===== config.mk =====
export PLATFORM = sky130hd
export DESIGN_NAME = row_mem_arbiter_flat
export DESIGN_NICKNAME = d
export VERILOG_FILES = /design/src/lu_cplx_pkg.sv /design/src/lu_mem_pkg.sv /design/src/row_bus_if.sv /design/src/row_mem_arbiter.sv /design/src/flat_wrapper.sv
export SDC_FILE = /design/constraint.sdc
export NUM_CORES = 1
export LEC_CHECK = 0
export BUFFER_PORTS_ARGS = -buffer_cell sky130_fd_sc_hd__buf_2
export CORE_AREA = 2 2 302 304
export CTS_CLUSTER_DIAMETER = 40
export DETAILED_ROUTE_END_ITERATION = 16
export DIE_AREA = 0 0 304 306
export GPL_TIMING_DRIVEN = 0
export PLACE_DENSITY = 0.3
export SKIP_LAST_GASP = 1
export SYNTH_ARGS = -nofsm -noshare
export SYNTH_HDL_FRONTEND = slang
export SYNTH_SLANG_ARGS = --single-unit

===== constraint.sdc =====
create_clock -name clk_i -period 1.35 [get_ports clk_i]
set_input_delay 0.135 -clock clk_i [delete_from_list [all_inputs] [get_ports clk_i]]
set_output_delay 0.135 -clock clk_i [all_outputs]
set_load 0.05 [all_outputs]

===== src/lu_cplx_pkg.sv =====
`default_nettype none

package lu_cplx_pkg;

  // signed Q7.8 parts
  localparam int data_w = 16;
  localparam int frac_w = 8;

  typedef struct packed {
    logic signed [data_w-1:0] re;
    logic signed [data_w-1:0] im;
  } cplx_t;

endpackage

`default_nettype wire


===== src/lu_mem_pkg.sv =====
`default_nettype none

package lu_mem_pkg;

  localparam int mat_n  = 4;
  localparam int addr_w = 2;

  // element 0 sits in the low bits
  typedef lu_cplx_pkg::cplx_t [mat_n-1:0] row_t;

  localparam logic [addr_w-1:0] last_row = addr_w'(mat_n - 1);
  localparam logic [addr_w-1:0] last_piv = addr_w'(mat_n - 2);

  // requester ids at the arbiter
  localparam logic req_host   = 1'b0;
  localparam logic req_engine = 1'b1;

endpackage

`default_nettype wire


===== src/row_bus_if.sv =====
`default_nettype none

interface row_bus_if;

  logic                          req;
  logic                          we;
  logic [lu_mem_pkg::addr_w-1:0] addr;
  lu_mem_pkg::row_t              wdata;
  logic                          gnt;    // same cycle as accept
  logic                          rvalid; // one cycle after read grant
  lu_mem_pkg::row_t              rdata;

  modport requester (
    output req, we, addr, wdata,
    input  gnt, rvalid, rdata
  );

  modport arbiter (
    input  req, we, addr, wdata,
    output gnt, rvalid, rdata
  );

endinterface

`default_nettype wire


===== src/row_mem_arbiter.sv =====
`default_nettype none

module row_mem_arbiter (
  input  logic                          clk_i,
  input  logic                          rst_ni,
  row_bus_if.arbiter                    host_bus,
  row_bus_if.arbiter                    eng_bus,
  output logic                          mem_we_o,
  output logic                          mem_re_o,
  output logic [lu_mem_pkg::addr_w-1:0] mem_addr_o,
  output lu_mem_pkg::row_t              mem_wdata_o,
  input  lu_mem_pkg::row_t              mem_rdata_i
);

  logic last_q;     // last granted requester
  logic rd_pend_q;
  logic rd_owner_q;
  logic gnt_host;
  logic gnt_eng;
  logic sel;

  always_comb begin
    // engine wins a tie only if host went last
    gnt_eng  = eng_bus.req & (~host_bus.req | (last_q == lu_mem_pkg::req_host));
    gnt_host = host_bus.req & ~gnt_eng;
    sel      = gnt_eng ? lu_mem_pkg::req_engine : lu_mem_pkg::req_host;

    host_bus.gnt = gnt_host;
    eng_bus.gnt  = gnt_eng;

    mem_we_o    = (gnt_host & host_bus.we) | (gnt_eng & eng_bus.we);
    mem_re_o    = (gnt_host & ~host_bus.we) | (gnt_eng & ~eng_bus.we);
    mem_addr_o  = (sel == lu_mem_pkg::req_engine) ? eng_bus.addr : host_bus.addr;
    mem_wdata_o = (sel == lu_mem_pkg::req_engine) ? eng_bus.wdata : host_bus.wdata;

    // data goes to both, only the owner sees rvalid
    host_bus.rvalid = rd_pend_q & (rd_owner_q == lu_mem_pkg::req_host);
    eng_bus.rvalid  = rd_pend_q & (rd_owner_q == lu_mem_pkg::req_engine);
    host_bus.rdata  = mem_rdata_i;
    eng_bus.rdata   = mem_rdata_i;
  end

  always_ff @(posedge clk_i) begin
    if (!rst_ni) begin
      last_q     <= lu_mem_pkg::req_engine; // host first after reset
      rd_pend_q  <= 1'b0;
      rd_owner_q <= lu_mem_pkg::req_host;
    end else begin
      if (gnt_host | gnt_eng) begin
        last_q <= sel;
      end
      rd_pend_q <= mem_re_o;
      if (mem_re_o) begin
        rd_owner_q <= sel;
      end
    end
  end

endmodule

`default_nettype wire


===== src/flat_wrapper.sv =====
// flat-port wrapper written by rule: the top's interface ports become plain ports
module row_mem_arbiter_flat 
  (clk_i, rst_ni, mem_we_o, mem_re_o, mem_addr_o, mem_wdata_o, mem_rdata_i, host_bus_req, host_bus_we, host_bus_addr, host_bus_wdata, host_bus_gnt, host_bus_rvalid, host_bus_rdata, eng_bus_req, eng_bus_we, eng_bus_addr, eng_bus_wdata, eng_bus_gnt, eng_bus_rvalid, eng_bus_rdata);
  row_bus_if host_bus_i ();
  row_bus_if eng_bus_i ();
  input  logic clk_i;
  input  logic rst_ni;
  output logic mem_we_o;
  output logic mem_re_o;
  output logic [lu_mem_pkg::addr_w-1:0] mem_addr_o;
  output lu_mem_pkg::row_t mem_wdata_o;
  input  lu_mem_pkg::row_t mem_rdata_i;
  input wire logic [$bits(host_bus_i.req)-1:0] host_bus_req;
  input wire logic [$bits(host_bus_i.we)-1:0] host_bus_we;
  input wire logic [$bits(host_bus_i.addr)-1:0] host_bus_addr;
  input wire logic [$bits(host_bus_i.wdata)-1:0] host_bus_wdata;
  output wire logic [$bits(host_bus_i.gnt)-1:0] host_bus_gnt;
  output wire logic [$bits(host_bus_i.rvalid)-1:0] host_bus_rvalid;
  output wire logic [$bits(host_bus_i.rdata)-1:0] host_bus_rdata;
  input wire logic [$bits(eng_bus_i.req)-1:0] eng_bus_req;
  input wire logic [$bits(eng_bus_i.we)-1:0] eng_bus_we;
  input wire logic [$bits(eng_bus_i.addr)-1:0] eng_bus_addr;
  input wire logic [$bits(eng_bus_i.wdata)-1:0] eng_bus_wdata;
  output wire logic [$bits(eng_bus_i.gnt)-1:0] eng_bus_gnt;
  output wire logic [$bits(eng_bus_i.rvalid)-1:0] eng_bus_rvalid;
  output wire logic [$bits(eng_bus_i.rdata)-1:0] eng_bus_rdata;
  assign host_bus_i.req = host_bus_req;
  assign host_bus_i.we = host_bus_we;
  assign host_bus_i.addr = host_bus_addr;
  assign host_bus_i.wdata = host_bus_wdata;
  assign host_bus_gnt = host_bus_i.gnt;
  assign host_bus_rvalid = host_bus_i.rvalid;
  assign host_bus_rdata = host_bus_i.rdata;
  assign eng_bus_i.req = eng_bus_req;
  assign eng_bus_i.we = eng_bus_we;
  assign eng_bus_i.addr = eng_bus_addr;
  assign eng_bus_i.wdata = eng_bus_wdata;
  assign eng_bus_gnt = eng_bus_i.gnt;
  assign eng_bus_rvalid = eng_bus_i.rvalid;
  assign eng_bus_rdata = eng_bus_i.rdata;
  row_mem_arbiter u_core (.clk_i(clk_i), .rst_ni(rst_ni), .host_bus(host_bus_i), .eng_bus(eng_bus_i), .mem_we_o(mem_we_o), .mem_re_o(mem_re_o), .mem_addr_o(mem_addr_o), .mem_wdata_o(mem_wdata_o), .mem_rdata_i(mem_rdata_i));
endmodule

== Word level (Yosys, flattened, before mapping) ==
Index checks and enable logic that the tools add are counted.
Word-level totals
  register bits: 3
  bits in latches: 0
  memory bits (writable): 0
  ROM bits: 0
  bits of input ports: 394
  output and inout port bits: 392
  logic and storage cells: 24
  memories: 0
Cells by class
  add/subtract/negate cells: 0
  multiply operators: 0
  div/mod/pow operators: 0
  $lt $le $gt $ge: 0
  equality and inequality tests: 0
  shift operators: 0
  muxes and demuxes: 3
  bitwise operators: 18
  reduce and logical (&&, ||, !) cells: 0
Operator list (count)
  128-bit 2-to-1 mux: 1
  1-bit AND: 8
  1-bit inverter: 6
  1-bit OR: 4
  2-bit 2-to-1 mux: 1
  1-bit 2-to-1 mux: 1

== Depth between registers and ports, before layout ==
  depth after elaboration: 7
  depth in mapped cells: 7
  mapped depth without buffers: 4

== Least setup slack after synthesis ==
OpenSTA, ideal clock, no wires.
  path type: register -> register
  start point: reg u_core.last_q
  end point: reg u_core.rd_pend_q
  setup time: 0.065 ns
  arrival: 1.876 ns
  required time: 1.285 ns
  setup slack: -0.592 ns
  cell stages (with the launch flop): 4
  clock period less this slack: 1.942 ns
  cell sequence: dfxtp_1 -> nor2b_1 -> o32ai_1 -> and2_1
Between the ends
  longest elaborated chain between the ends: 7
  elaborated cells between the ends (all ways): 8
  classes of those cells: bitwise (8)
RTL lines
  start, declared: RTL line row_mem_arbiter.sv:15  | logic last_q;
  start signal, assigned: RTL line row_mem_arbiter.sv:45  | last_q <= lu_mem_pkg::req_engine;
  start signal, assigned: RTL line row_mem_arbiter.sv:50  | last_q <= sel;
  1-bit inverter *: RTL line row_mem_arbiter.sv:24  | gnt_eng = eng_bus.req & (~host_bus.req | (last_q == lu_mem_pkg::req_host));
  1-bit OR *: RTL line row_mem_arbiter.sv:24
  1-bit AND *: RTL line row_mem_arbiter.sv:24
  1-bit inverter: RTL line row_mem_arbiter.sv:25  | gnt_host = host_bus.req & ~gnt_eng;
  1-bit AND: RTL line row_mem_arbiter.sv:25
  1-bit AND: RTL line row_mem_arbiter.sv:32  | mem_re_o = (gnt_host & ~host_bus.we) | (gnt_eng & ~eng_bus.we);
  1-bit OR *: RTL line row_mem_arbiter.sv:32
  named net mem_re_o: RTL line flat_wrapper.sv:9  | output logic mem_re_o;
  end signal, assigned: RTL line row_mem_arbiter.sv:52  | rd_pend_q <= mem_re_o;
  end, declared: RTL line row_mem_arbiter.sv:16  | logic rd_pend_q;
Mark *: on every way through the listed nets, which the timed path passes. The rest lies on a longest branch.
A chain may end at the register's enable or synchronous reset.

==> run metrics <==
Final #Nets between 1500 and 2000; Slew headroom 0.776; core area around 90000 um^2; global route overflow 0; layout cell share with drive strength beyond 1 0.841; most frequent cells in the layout buf_2, buf_4, nand2_1, nand2_2, nand2_4; Die Span Y just over 300 um; hold buffer count at CTS 0; required arrival time at the worst endpoint 1.22 ns; R2R depth 5; initial antenna violation count 2; Final HPWL DP 33100 um; Power Dens Cells about 670 nW/um^2; Worst Hold Path EP u_core.last_q; Clock Latency Late Sink between 0.2 and 0.25 ns; Place WS -1.24 ns; Worst EP arrival ~1.7 ns; row count 110; Final Hold Vio Count 0; synth-to-layout area growth 190%; Hold Slack about 0.12 ns; worst hold start rst_ni; Final Non-Filler Cells between 2000 and 3000; worst hold-check path type in -> reg; Reg-to-Reg Start u_core.last_q; post-route setup slack -0.494 ns; failing checks negative setup slack; FF-to-FF setup slack approximately 0.1 ns; Hold Crit Depth 2; Starting Density 0.0422; TritonCTS Buffers 3; Die Area 93000 um^2; Max-cap violations 0; vias per inst ~2.5; Starting DRT DRC Count ~140; final setup TNS -54.74 ns; DIE WIDTH roughly 300 um; clk_skew approximately 0.00053 ns; Tcrit/Tclk final 1.37; H-tree Lvls 1; CTS max path bufs 2; Slew @ Worst Pin around 0.34 ns; # setup viols final about 130; via count about 6400; Synth Cell Area 3780 um^2; Startpoint Class register; largest net degree at the start of global routing 11; cell count after placement around 2500; input/output buffers 657; post-synth cell types 18; Post-Syn Instances roughly 700; ANT nets after route 0; # clock sinks 3; syn_nets between 1000 and 1500; post-synthesis register bit count 3; fmax approximately 0.54 GHz; Routed WL 36900 um; most common cell after layout, fill and taps aside buf_2; DRC viols 0; routed len/inst roughly 14 um; Final Util 0.122; min Tclk post-route 1.84 ns; Lkg Pwr between 6 and 7 nW; Worst Setup End Kind output pin; vias in the first global route 6492; Total GRT Usage 0.0725; number of synthesis warnings 0; root buffer cell clkbuf_16; Pwr Total 7.28 mW; sequential area share after synthesis 0.0159; TritonRoute pass-1 iters 4; post-place instance area about 8900 um^2; first-pass GRT wire length 47800 um; VDD IR-drop max between 0.2 and 0.25 mV; count of boundary I/O pins between 700 and 800; status finished with violations; CTS clk-pin slew, worst paths approximately 0.03 ns; r2r endpoint u_core.rd_pend_q; Layout fillers 10400; RSZ-0062 raised after global routing true; Crit Path Max Fanout 9; Crit Path Category reg -> out; Post-Syn Area per Cell approximately 5.4 um^2; TritonCTS clock tree built; routability congestion estimate approximately 0.75; Final Max Tran Viols 0; design area 11000 um^2
## Yosys cell counts, drive strengths merged
cell	number	share of area
clkinv	1	0.0013
nor2b	3	0.0050
nor3	2	0.0026
a21oi	1	0.0013
and2	2	0.0033
inv	1	0.00099
nand2	394	0.39
buf	281	0.56
o32ai	1	0.0023
nor2	1	0.00099
dfxtp	3	0.016
nand3	1	0.0013
o21ai	2	0.0026
clkbuf	4	0.0040
a21bo	1	0.0026
## layer usage
layer | global-route usage | routed length, um
met5 | 0 | 0
met2 | 0.145 | 20200
met1 | 0.0779 | 13400
met4 | 0.00995 | 487
met3 | 0.0163 | 2760
## registers in the layout, summed over array words and instances (netlist names)
| signal | cells |
|---|---|
| u_core.last_q | 1 |
| u_core.rd_owner_q | 1 |
| u_core.rd_pend_q | 1 |
## final cells by class
type / count / area (um^2) / area share
diodes: 1 / 2.50 / 0.000228
plain buffers: 285 / 2360 / 0.215
clock buffers: 4 / 78.8 / 0.00720
inverters: 2 / 33.8 / 0.00308
multi-input cells: 408 / 2480 / 0.227
flip-flops and latches: 3 / 61.3 / 0.00560
well taps: 1176 / 1470 / 0.134
repair buffers: 672 / 4460 / 0.408
## how the worst max path moves through the flow
stage / slack [ns] / from / depth (start not counted) / endpoint
after floorplan: -0.05 / u_core.last_q / 3 / u_core.rd_pend_q
after global placement: -1.26 / u_core.last_q / 7 / mem_wdata_o[49]
after detailed placement: -1.24 / u_core.last_q / 7 / mem_wdata_o[49]
after CTS: -0.58 / u_core.last_q / 9 / mem_wdata_o[55]
after global routing: -0.57 / u_core.last_q / 8 / mem_wdata_o[57]
final: -0.49 / u_core.last_q / 8 / mem_wdata_o[57]
## cell families after synthesis
kind of cell    share of synthesized area
simple gates                        0.405
flops                              0.0159
compound gates                    0.00894
buf+inv                             0.571
## timing repair
| item | 4_1_cts | 5_1_grt |
|---|---|---|
| buffers inserted | 5 | 4 |
| setup endpoints to repair | 134 | 135 |
| endpoints found under the hold margin | 0 | 0 |
| cloned | 3 | 4 |
| pin swaps | 17 | 48 |
| gates resized for setup | 279 | 219 |
## report_power, final
| part | switching, mW | leakage [nW] | internal (mW) |
|---|---|---|---|
| Clock | 0.0964 | 0.0382 | 0.391 |
| Sequential | 0.00451 | 0.0245 | 0.0953 |
| Combinational | 4.36 | 5.96 | 2.33 |
| Total | 4.47 | 6.02 | 2.82 |
## worst max-delay path: stages, from the launching register on
cell,delay (ns)
dfxtp_2,0.31
a21bo_1,0.19
buf_12,0.16
clkinv_16,0.09
buf_16,0.15
buf_16,0.18
nand2_4,0.06
nand2_4,0.08
buf_12,0.15
No activity file was read; power rests on OpenSTA's default activity.
